**config.mk**
```make
export PLATFORM = sky130hd
export DESIGN_NAME = iob2axi
export DESIGN_NICKNAME = d
export VERILOG_FILES = /design/src/verilog/iob2axi_pkg.sv /design/src/verilog/axi4_if.sv /design/src/verilog/iob2axi.sv /design/src/verilog/iob2axi_rd.sv /design/src/verilog/iob2axi_wr.sv
export SDC_FILE = /design/constraint.sdc
export NUM_CORES = 1
export LEC_CHECK = 0
export BUFFER_PORTS_ARGS = -buffer_cell sky130_fd_sc_hd__buf_4
export CORE_AREA = 5 5 108 110
export CTS_BUF_LIST = sky130_fd_sc_hd__clkbuf_8
export DETAILED_ROUTE_END_ITERATION = 8
export DIE_AREA = 0 0 113 115
export PLACE_DENSITY_LB_ADDON = 0.15
export SLEW_MARGIN = 40
export SYNTH_ARGS = -nofsm -noshare
export SYNTH_HDL_FRONTEND = slang
export SYNTH_SLANG_ARGS = --single-unit
```
**constraint.sdc**
```tcl
create_clock -name clk -period 7.9 [get_ports clk]
set_input_delay 1.185 -clock clk [delete_from_list [all_inputs] [get_ports clk]]
set_output_delay 1.185 -clock clk [all_outputs]
set_load 0.01 [all_outputs]
```
**src/verilog/iob2axi_pkg.sv**
```systemverilog
package iob2axi_pkg;

   // AXI4 burst length field, beats minus one
   localparam int AXI_LEN_W = 8;

   typedef logic [AXI_LEN_W-1:0] axi_len_t;

   // RRESP and BRESP encoding
   typedef logic [1:0] axi_resp_t;

   localparam axi_resp_t AXI_RESP_OKAY   = 2'b00;
   localparam axi_resp_t AXI_RESP_SLVERR = 2'b10;

   // Only incrementing bursts are issued
   localparam logic [1:0] AXI_BURST_INCR = 2'b01;

   // Shared by both engines, the read side never enters RESP
   typedef enum logic [1:0] {
      IDLE,
      ADDR,
      DATA,
      RESP
   } burst_state_t;

endpackage

```
**src/verilog/axi4_if.sv**
```systemverilog
`timescale 1ns/1ps

// AXI4 read address and read data channels
interface axi4_rd_if #(
   parameter int ADDR_W = 32,
   parameter int DATA_W = 32
);
   import iob2axi_pkg::*;

   logic [ADDR_W-1:0] araddr;
   axi_len_t          arlen;
   logic [1:0]        arburst;
   logic              arvalid;
   logic              arready;

   logic [DATA_W-1:0] rdata;
   axi_resp_t         rresp;
   logic              rlast;
   logic              rvalid;
   logic              rready;

   modport master (
      output araddr, arlen, arburst, arvalid, rready,
      input  arready, rdata, rresp, rlast, rvalid
   );

   modport slave (
      input  araddr, arlen, arburst, arvalid, rready,
      output arready, rdata, rresp, rlast, rvalid
   );
endinterface

// AXI4 write address, write data and write response channels
interface axi4_wr_if #(
   parameter int ADDR_W = 32,
   parameter int DATA_W = 32
);
   import iob2axi_pkg::*;

   logic [ADDR_W-1:0]   awaddr;
   axi_len_t            awlen;
   logic [1:0]          awburst;
   logic                awvalid;
   logic                awready;

   logic [DATA_W-1:0]   wdata;
   logic [DATA_W/8-1:0] wstrb;
   logic                wlast;
   logic                wvalid;
   logic                wready;

   axi_resp_t           bresp;
   logic                bvalid;
   logic                bready;

   modport master (
      output awaddr, awlen, awburst, awvalid, wdata, wstrb, wlast, wvalid, bready,
      input  awready, wready, bresp, bvalid
   );

   modport slave (
      input  awaddr, awlen, awburst, awvalid, wdata, wstrb, wlast, wvalid, bready,
      output awready, wready, bresp, bvalid
   );
endinterface

// Native memory port, valid/ready per beat
interface native_if #(
   parameter int ADDR_W = 32,
   parameter int DATA_W = 32
);
   logic                valid;
   logic [ADDR_W-1:0]   addr;
   logic [DATA_W-1:0]   wdata;
   logic [DATA_W/8-1:0] wstrb;
   logic [DATA_W-1:0]   rdata;
   logic                ready;

   modport master (
      output valid, addr, wdata, wstrb,
      input  rdata, ready
   );

   modport slave (
      input  valid, addr, wdata, wstrb,
      output rdata, ready
   );
endinterface

```
**src/verilog/iob2axi.sv**
```systemverilog
`timescale 1ns/1ps

module iob2axi #(
   parameter int ADDR_W = 32,
   parameter int DATA_W = 32
) (
   input  logic                   clk,
   input  logic                   rst_n,

   // Control
   input  iob2axi_pkg::axi_len_t  length,
   output logic                   ready,
   output logic                   error,

   // Native slave port
   input  logic                   s_valid,
   input  logic [ADDR_W-1:0]      s_addr,
   input  logic [DATA_W-1:0]      s_wdata,
   input  logic [DATA_W/8-1:0]    s_wstrb,
   output logic [DATA_W-1:0]      s_rdata,
   output logic                   s_ready,

   // AXI4 master, read side
   output logic [ADDR_W-1:0]      m_araddr,
   output iob2axi_pkg::axi_len_t  m_arlen,
   output logic [1:0]             m_arburst,
   output logic                   m_arvalid,
   input  logic                   m_arready,
   input  logic [DATA_W-1:0]      m_rdata,
   input  iob2axi_pkg::axi_resp_t m_rresp,
   input  logic                   m_rlast,
   input  logic                   m_rvalid,
   output logic                   m_rready,

   // AXI4 master, write side
   output logic [ADDR_W-1:0]      m_awaddr,
   output iob2axi_pkg::axi_len_t  m_awlen,
   output logic [1:0]             m_awburst,
   output logic                   m_awvalid,
   input  logic                   m_awready,
   output logic [DATA_W-1:0]      m_wdata,
   output logic [DATA_W/8-1:0]    m_wstrb,
   output logic                   m_wlast,
   output logic                   m_wvalid,
   input  logic                   m_wready,
   input  iob2axi_pkg::axi_resp_t m_bresp,
   input  logic                   m_bvalid,
   output logic                   m_bready
);

   logic has_strb;
   logic rd_ready;
   logic wr_ready;
   logic rd_error;
   logic wr_error;

   axi4_rd_if #(.ADDR_W(ADDR_W), .DATA_W(DATA_W)) axi_rd ();
   axi4_wr_if #(.ADDR_W(ADDR_W), .DATA_W(DATA_W)) axi_wr ();
   native_if  #(.ADDR_W(ADDR_W), .DATA_W(DATA_W)) rd_nat ();
   native_if  #(.ADDR_W(ADDR_W), .DATA_W(DATA_W)) wr_nat ();

   // Any strobe bit set means a write request
   assign has_strb = |s_wstrb;

   assign rd_nat.valid = s_valid && !has_strb;
   assign rd_nat.addr  = s_addr;
   assign rd_nat.wdata = s_wdata;
   assign rd_nat.wstrb = s_wstrb;

   assign wr_nat.valid = s_valid && has_strb;
   assign wr_nat.addr  = s_addr;
   assign wr_nat.wdata = s_wdata;
   assign wr_nat.wstrb = s_wstrb;

   // The idle engine holds its s_ready high, the busy one decides
   assign s_ready = rd_nat.ready && wr_nat.ready;
   assign s_rdata = rd_nat.rdata;
   assign ready   = has_strb ? wr_ready : rd_ready;
   assign error   = rd_error || wr_error;

   assign m_araddr       = axi_rd.araddr;
   assign m_arlen        = axi_rd.arlen;
   assign m_arburst      = axi_rd.arburst;
   assign m_arvalid      = axi_rd.arvalid;
   assign m_rready       = axi_rd.rready;
   assign axi_rd.arready = m_arready;
   assign axi_rd.rdata   = m_rdata;
   assign axi_rd.rresp   = m_rresp;
   assign axi_rd.rlast   = m_rlast;
   assign axi_rd.rvalid  = m_rvalid;

   assign m_awaddr       = axi_wr.awaddr;
   assign m_awlen        = axi_wr.awlen;
   assign m_awburst      = axi_wr.awburst;
   assign m_awvalid      = axi_wr.awvalid;
   assign m_wdata        = axi_wr.wdata;
   assign m_wstrb        = axi_wr.wstrb;
   assign m_wlast        = axi_wr.wlast;
   assign m_wvalid       = axi_wr.wvalid;
   assign m_bready       = axi_wr.bready;
   assign axi_wr.awready = m_awready;
   assign axi_wr.wready  = m_wready;
   assign axi_wr.bresp   = m_bresp;
   assign axi_wr.bvalid  = m_bvalid;

   iob2axi_rd #(
      .ADDR_W (ADDR_W),
      .DATA_W (DATA_W)
   ) iob2axi_rd0 (
      .clk    (clk),
      .rst_n  (rst_n),
      .length (length),
      .ready  (rd_ready),
      .error  (rd_error),
      .nat    (rd_nat),
      .m      (axi_rd)
   );

   iob2axi_wr #(
      .ADDR_W (ADDR_W),
      .DATA_W (DATA_W)
   ) iob2axi_wr0 (
      .clk    (clk),
      .rst_n  (rst_n),
      .length (length),
      .ready  (wr_ready),
      .error  (wr_error),
      .nat    (wr_nat),
      .m      (axi_wr)
   );

endmodule

```
**src/verilog/iob2axi_rd.sv**
```systemverilog
`timescale 1ns/1ps

module iob2axi_rd #(
   parameter int ADDR_W = 32,
   parameter int DATA_W = 32
) (
   input  logic                  clk,
   input  logic                  rst_n,
   input  iob2axi_pkg::axi_len_t length,
   output logic                  ready,
   output logic                  error,
   native_if.slave               nat,
   axi4_rd_if.master             m
);
   import iob2axi_pkg::*;

   // Full width beats only, so low address bits are dropped
   localparam int OFF_W = $clog2(DATA_W / 8);

   burst_state_t      state;
   burst_state_t      state_nxt;
   logic [ADDR_W-1:0] addr_q;
   axi_len_t          len_q;
   logic              start;
   logic              beat;

   assign start = (state == IDLE) && nat.valid;
   assign beat  = m.rvalid && m.rready;

   always_comb begin
      state_nxt = state;
      case (state)
         IDLE: begin
            if (nat.valid) begin
               state_nxt = ADDR;
            end
         end
         ADDR: begin
            if (m.arready) begin
               state_nxt = DATA;
            end
         end
         DATA: begin
            // Slave marks the end of the burst
            if (beat && m.rlast) begin
               state_nxt = IDLE;
            end
         end
         default: begin
            state_nxt = IDLE;
         end
      endcase
   end

   always_ff @(posedge clk or negedge rst_n) begin
      if (!rst_n) begin
         state <= IDLE;
      end else begin
         state <= state_nxt;
      end
   end

   // Burst address and length, taken from the first request
   always_ff @(posedge clk) begin
      if (start) begin
         addr_q <= nat.addr;
         len_q  <= length;
      end
   end

   // Sticky over the burst, cleared at the start of the next one
   always_ff @(posedge clk or negedge rst_n) begin
      if (!rst_n) begin
         error <= 1'b0;
      end else if (start) begin
         error <= 1'b0;
      end else if (beat && (m.rresp != AXI_RESP_OKAY)) begin
         error <= 1'b1;
      end
   end

   assign m.araddr  = {addr_q[ADDR_W-1:OFF_W], {OFF_W{1'b0}}};
   assign m.arlen   = len_q;
   assign m.arburst = AXI_BURST_INCR;
   assign m.arvalid = (state == ADDR);
   assign m.rready  = (state == DATA) && nat.valid;

   assign nat.rdata = m.rdata;
   assign ready     = (state == IDLE);

   // Hold off the requester in IDLE only when this engine owns the request
   always_comb begin
      case (state)
         IDLE:    nat.ready = !nat.valid;
         DATA:    nat.ready = m.rvalid;
         default: nat.ready = 1'b0;
      endcase
   end

   a_ar_hold: assert property (@(posedge clk) disable iff (!rst_n)
      m.arvalid && !m.arready |=> m.arvalid && $stable(m.araddr) && $stable(m.arlen));

   // rready drops once the last beat is taken
   a_rready_data: assert property (@(posedge clk) disable iff (!rst_n)
      m.rvalid && m.rready && m.rlast |=> !m.rready);

endmodule

```
**src/verilog/iob2axi_wr.sv**
```systemverilog
`timescale 1ns/1ps

module iob2axi_wr #(
   parameter int ADDR_W = 32,
   parameter int DATA_W = 32
) (
   input  logic                  clk,
   input  logic                  rst_n,
   input  iob2axi_pkg::axi_len_t length,
   output logic                  ready,
   output logic                  error,
   native_if.slave               nat,
   axi4_wr_if.master             m
);
   import iob2axi_pkg::*;

   // Full width beats only, so low address bits are dropped
   localparam int OFF_W = $clog2(DATA_W / 8);

   burst_state_t      state;
   burst_state_t      state_nxt;
   logic [ADDR_W-1:0] addr_q;
   axi_len_t          len_q;
   axi_len_t          beat_cnt;
   logic              start;
   logic              beat;

   assign start = (state == IDLE) && nat.valid;
   assign beat  = m.wvalid && m.wready;

   always_comb begin
      state_nxt = state;
      case (state)
         IDLE: begin
            if (nat.valid) begin
               state_nxt = ADDR;
            end
         end
         ADDR: begin
            if (m.awready) begin
               state_nxt = DATA;
            end
         end
         DATA: begin
            if (beat && m.wlast) begin
               state_nxt = RESP;
            end
         end
         RESP: begin
            if (m.bvalid) begin
               state_nxt = IDLE;
            end
         end
         default: begin
            state_nxt = IDLE;
         end
      endcase
   end

   always_ff @(posedge clk or negedge rst_n) begin
      if (!rst_n) begin
         state <= IDLE;
      end else begin
         state <= state_nxt;
      end
   end

   always_ff @(posedge clk) begin
      if (start) begin
         addr_q <= nat.addr;
         len_q  <= length;
      end
   end

   // Counts accepted W beats, drives wlast
   always_ff @(posedge clk or negedge rst_n) begin
      if (!rst_n) begin
         beat_cnt <= '0;
      end else if (start) begin
         beat_cnt <= '0;
      end else if (beat) begin
         beat_cnt <= beat_cnt + 1'b1;
      end
   end

   // Error comes from B only, cleared when the next burst starts
   always_ff @(posedge clk or negedge rst_n) begin
      if (!rst_n) begin
         error <= 1'b0;
      end else if (start) begin
         error <= 1'b0;
      end else if ((state == RESP) && m.bvalid) begin
         error <= (m.bresp != AXI_RESP_OKAY);
      end
   end

   assign m.awaddr  = {addr_q[ADDR_W-1:OFF_W], {OFF_W{1'b0}}};
   assign m.awlen   = len_q;
   assign m.awburst = AXI_BURST_INCR;
   assign m.awvalid = (state == ADDR);

   // W beats pass straight through from the native port
   assign m.wvalid  = (state == DATA) && nat.valid;
   assign m.wdata   = nat.wdata;
   assign m.wstrb   = nat.wstrb;
   assign m.wlast   = (state == DATA) && (beat_cnt == len_q);
   assign m.bready  = (state == RESP);

   // Write path returns no data
   assign nat.rdata = '0;
   assign ready     = (state == IDLE);

   always_comb begin
      case (state)
         IDLE:    nat.ready = !nat.valid;
         DATA:    nat.ready = m.wready;
         default: nat.ready = 1'b0;
      endcase
   end

   // No W beat follows the one that carries wlast
   a_wvalid_data: assert property (@(posedge clk) disable iff (!rst_n)
      m.wvalid && m.wready && m.wlast |=> !m.wvalid);

   // Count starts at zero for each burst, so wlast falls on beat number length
   a_wlast_len: assert property (@(posedge clk) disable iff (!rst_n)
      m.awvalid |-> (beat_cnt == '0));

   a_aw_hold: assert property (@(posedge clk) disable iff (!rst_n)
      m.awvalid && !m.awready |=> m.awvalid && $stable(m.awaddr) && $stable(m.awlen));

endmodule
```
# Word level (Yosys, flattened, before mapping)
# Index checks and enable logic that the tools add are counted.
dict set report classes {
  add_sub_neg 1
  n_mux 18
  reduce_logical 28
  n_eq_ne 13
}
# cell count
set ops {}
lappend ops {{8-bit 2-to-1 mux} 2}
lappend ops {{1-bit logical AND} 14}
lappend ops {{2-bit 2-to-1 mux} 7}
lappend ops {{2-bit by 1-bit != test with 1-bit output (second input constant)} 6}
lappend ops {{2-bit nonzero test} 5}
lappend ops {{8-bit by 1-bit adder with 8-bit output (second input constant)} 1}
lappend ops {{8-bit == test} 1}
lappend ops {{2-bit case mux with 4 select lines} 1}
lappend ops {{2-bit == test (second input constant)} 3}
lappend ops {{2-bit case mux with 3 select lines} 1}
lappend ops {{1-bit 2-to-1 mux} 5}
lappend ops {{2-bit by 1-bit == test with 1-bit output (second input constant)} 2}
lappend ops {{2-bit logical NOT} 2}
lappend ops {{1-bit case mux with 2 select lines} 2}
lappend ops {{4-bit AND reduction} 1}
lappend ops {{4-bit OR reduction} 1}
lappend ops {{1-bit logical NOT} 3}
lappend ops {{3-bit AND reduction} 1}
lappend ops {{2-bit != test (second input constant)} 1}
lappend ops {{1-bit logical OR} 1}
dict set report word_totals {
  input_bits 121
  reg_bits 94
  wordCells 69
}

# Logic depth before layout (Yosys ltp)
dict set report logic_depth {
  word_depth 8
  ltp_mapped 6
  depth_no_buf 6
}

# Modules after synthesis
# A second synthesis with hierarchy kept.
dict set report hier_totals {
  cells_unflattened 300
  area_unflattened_um2 4120.2
}
# mod instances area_per_inst_um2 seq_area_each_um2 cells_per_inst
set modules_own_cells {}
lappend modules_own_cells {iob2axi_wr 1 2479.9 1416.4 198}
lappend modules_own_cells {iob2axi_rd 1 1587.8 1216.2 96}
lappend modules_own_cells {iob2axi 1 52.6 0.0 6}

# Least setup slack after synthesis
# No wires, ideal clock.
dict set report synth_timing {
  path_kind {input -> register}
  from {in s_wstrb[1]}
  to {reg iob2axi_rd0.addr_q[10] (enable)}
  arrival_ps 3400
  path_stages 3
  required_ps 7467
  setup_slack_ps 4066
  path_cell_list {nor4_2 > nand3b_1 > nor2_1}
}
dict set report synth_between {
  elab_chain_cells 4
}
# element line_no
set synth_lines {}
lappend synth_lines {{start, declared} iob2axi.sv:19} ;# input logic [DATA_W/8-1:0] s_wstrb,
lappend synth_lines {{4-bit OR reduction} iob2axi.sv:63} ;# assign has_strb = |s_wstrb;
lappend synth_lines {{1-bit logical NOT} iob2axi.sv:65} ;# assign rd_nat.valid = s_valid && !has_strb;
lappend synth_lines {{1-bit logical AND} iob2axi.sv:65}
lappend synth_lines {{1-bit logical AND} iob2axi_rd.sv:27} ;# assign start = (state == IDLE) && nat.valid;
lappend synth_lines {{named net iob2axi_rd0.start} iob2axi_rd.sv:24} ;# logic start;
lappend synth_lines {{end signal, assigned} iob2axi_rd.sv:66} ;# addr_q <= nat.addr;
lappend synth_lines {{end, declared} iob2axi_rd.sv:22} ;# logic [ADDR_W-1:0] addr_q;
# The timed path passes the listed nets, and every way through them passes these cells.
# A chain may end at the register's enable or synchronous reset.

# Worst setup path in the final report
dict set report layout_timing {
  from {in s_wstrb[1]}
  to {out s_ready}
}
dict set report layout_between {
  elab_chain_cells 6
}
# element line_no
set layout_lines {}
lappend layout_lines {{4-bit OR reduction (*)} iob2axi.sv:63}
lappend layout_lines {{1-bit logical NOT} iob2axi.sv:65}
lappend layout_lines {{1-bit logical AND} iob2axi.sv:65}
lappend layout_lines {{1-bit logical NOT} iob2axi_rd.sv:94} ;# IDLE: nat.ready = !nat.valid;
lappend layout_lines {{1-bit case mux with 2 select lines} iob2axi_rd.sv:93} ;# case (state)
lappend layout_lines {{1-bit logical AND (*)} iob2axi.sv:76} ;# assign s_ready = rd_nat.ready && wr_nat.ready;
lappend layout_lines {{end, declared} iob2axi.sv:21} ;# output logic s_ready,
# Mark *: on every way between the ends. The rest lies on a longest branch, timed or not.

==> impl_results.md <==
* Clock-pin slew on the worst setup and hold paths at 0.08 ns
* Layout area overhead at 23.9%
* Antenna violations before repair at 3
* Die ar. at 13000 um2
* Max-slew headroom at 0.573
* Placeable Area at 10600 um2
* Critical path arrival at 2.35 ns
* Hold Fails Final Rpt at 0
* Gr usage total at 0.134
* Post-route cell area at 4780 um2
* Setup TNS at 0 ns
* Worst slew pin tran at 0.634 ns
* Die Span Y at 115 um
* Slowest-stage cell, CP: o41ai_4
* Hold Crit Class: register to register
* Vias per cell at 4.58
* WP data required at 6.71 ns
* PD cells at 253 nW/um2
* Detailed-router iteration count before antenna repair at 4
* Cell Area, Synth at 3860 um2
* Routed length per instance at 18.0 um
* Post-synth EDFFs at 76
* Final WL at 8.87 mm
* IO Port Bufs at 143
* Ys async rst share at 0.156
* Critical-path cell list: buf_4 > o41ai_4 > a21oi_1 > nor3_1 > buf_4
* Top cell by count, worst path: buf_4
* Minimum clock period at 3.53 ns
* DIE WIDTH at 113 um
* First-pass GRT wire length at 13.0 mm
* H-tree depth at 3
* Share of cells above drive strength 1 at 0.479
* Placed Area at 4570 um2
* Setup ws final at 4.37 ns
* Total Nets Final at 473
* Tot Pwr at 1210 uW
* Status: completed
* # resized after CTS at 0
* Post-synth cell types at 39
* Rows at 38
* CTS sink count at 90
* Crit Path Max Fanout at 7
* FF+latch count, synth at 90
* Num ports at 282
* Post-layout util at 0.451
* Count of pins over their slew limit at 0
* Fin crit share at 0.447
* Vias in the first global route at 2306
* Synth Flop Type: edfxtp_1
* Unrepaired setup endpoints after global routing: no
* Layout Skew at 0.00277 ns
* Starting Density at 0.364
* Worst setup EP type: output port
* Kind of critical path: input port to output port
* Fmax at 0.283 GHz
* Root Driver: clkbuf_8
* Ys Warns at 0
* Critical Path Max Stage Delay at 0.53 ns
* Detailed Place HPWL at 6.79 mm
* CTS tree: yes
* Iter 0 DRT Violations at 72
* Endpoints failing setup at 0
* Setup Fix Bufs, Post-CTS at 0
* Grt total ovfl at 0
* Dpl ws at 4.37 ns
* Post-synthesis sequential area ratio at 0.682
* Cells after Synth at 263
* Avg Inst Size Synth at 14.7 um2
* Via count at 2254
* DRC Markers at 0
* TritonCTS Buffers at 9
* Routability cong. at 0.761
* Worst-Skew Late Latency at 0.36 ns
* Max Cap Viol at 0
* DRT antenna net count at 0
* Max VDD drop at 0.131 mV
* Leak at 0.00196 uW
* Largest net degree at the start of global routing at 39
* Clock buffer depth at 2
* Critical Path Source Type: input port
* Cts hold-fix bufs at 0
-- registers in the layout, summed over array words and instances, names as in the netlist --
name	flops
iob2axi_rd0.addr_q	30
iob2axi_wr0.addr_q	30
iob2axi_rd0.m.arlen	8
iob2axi_wr0.beat_cnt	8
iob2axi_wr0.m.awlen	8
iob2axi_rd0.state	2
iob2axi_wr0.state	2
iob2axi_rd0.error	1
iob2axi_wr0.error	1
-- logic make-up after synthesis --
| family | after synthesis | synth area share |
|---|---|---|
| compound gates | 23 | 0.0474 |
| xor+xnor | 13 | 0.0295 |
| fa+ha+maj | 5 | 0.0162 |
| buf+inv | 84 | 0.158 |
| flops | 90 | 0.682 |
| mux | 2 | 0.00551 |
| other cells | 2 | 0.00195 |
| simple gates | 44 | 0.0590 |
-- worst max-delay path, delay by kind of cell --
| kind | cells | cell delay, ns |
|---|---|---|
| buffers and inverters | 2 | 0.28 |
| AO/OA/AOI/OAI | 2 | 0.69 |
| AND/OR/NAND/NOR | 1 | 0.19 |
-- stage by stage --
step | hold WS (ns) | std cells
floorplan | 0.452 | 269
global placement | 0.490 | 476
detailed placement | 0.496 | 476
CTS | 0.516 | 491
global route | 0.543 | 491
finish | 0.506 | 492
-- per-layer routing --
layer  up-vias  routed length (um)  GRT usage
met5         -                  27          0
met4         4                 223     0.0713
met3        26                1520     0.0979
met2       152                3950      0.199
met1      1053                3160      0.140
li1       1019                   -          -
-- area by class of cell --
| cell class | instances | area [um2] |
|---|---|---|
| inverter | 6 | 22.5 |
| timing repair buffer | 145 | 1090 |
| fill | 1009 | 5820 |
| multi-input combinational | 95 | 653 |
| tap | 140 | 175 |
| clock inverter | 6 | 82.6 |
| antenna | 1 | 2.50 |
| clock buffer | 9 | 124 |
| sequential | 90 | 2630 |
-- Yosys cell counts (all sizes together) (2+ instances only) --
| library cell | number | area, um2 |
|---|---|---|
| nor4 | 5 | 37.5 |
| nor2b | 2 | 12.5 |
| or3 | 2 | 12.5 |
| xnor2 | 4 | 35.0 |
| edfxtp | 76 | 2280 |
| xor2 | 9 | 78.8 |
| buf | 78 | 587 |
| o21ai | 6 | 30.0 |
| and2 | 3 | 18.8 |
| nand3 | 6 | 30.0 |
| nand2 | 6 | 22.5 |
| ha | 5 | 62.6 |
| inv | 6 | 22.5 |
| dfrtp | 14 | 350 |
| nand4 | 2 | 12.5 |
| conb | 2 | 7.51 |
| a21oi | 6 | 30.0 |
| nor2 | 12 | 45.0 |
| nor3 | 2 | 10.0 |
-- final timing paths --
kind	from	to	slack (ns)	cells after the start
min	iob2axi_rd0.error$_DFFE_PN0P_	iob2axi_rd0.error$_DFFE_PN0P_	0.51	1
max in group asynchronous	rst_n	iob2axi_wr0.beat_cnt[4]$_DFFE_PN0P_	7.06	1
min reg2reg	iob2axi_rd0.error$_DFFE_PN0P_	iob2axi_rd0.error$_DFFE_PN0P_	0.51	1
max	s_wstrb[1]	s_ready	4.37	5
max reg2reg	iob2axi_wr0.state[1]$_DFFE_PN0P_	iob2axi_wr0.addr_q[17]$_DFFE_PP_	5.84	4
min in group asynchronous	rst_n	iob2axi_wr0.state[0]$_DFFE_PN0P_	0.66	1
-- report_power, final --
group	switching [uW]	internal, uW
sequential	29.2	578
combinational	142	127
clock	156	175
total	327	880
-- cell usage in the layout (no fill, tap or decap), drive strengths merged, types with 2 or more instances in the layout --
cell type / count
buf: 145
edfxtp: 76
dfrtp: 14
nor2: 12
xor2: 9
clkbuf: 9
conb: 8
inv: 6
a21oi: 6
nand3: 6
o21ai: 6
nand2: 6
ha: 5
nor4: 5
xnor2: 4
clkinv: 4
and2: 3
nor2b: 2
nor3: 2
nand4: 2
or3: 2
bufinv: 2
(Power assumes the default switching activity.)
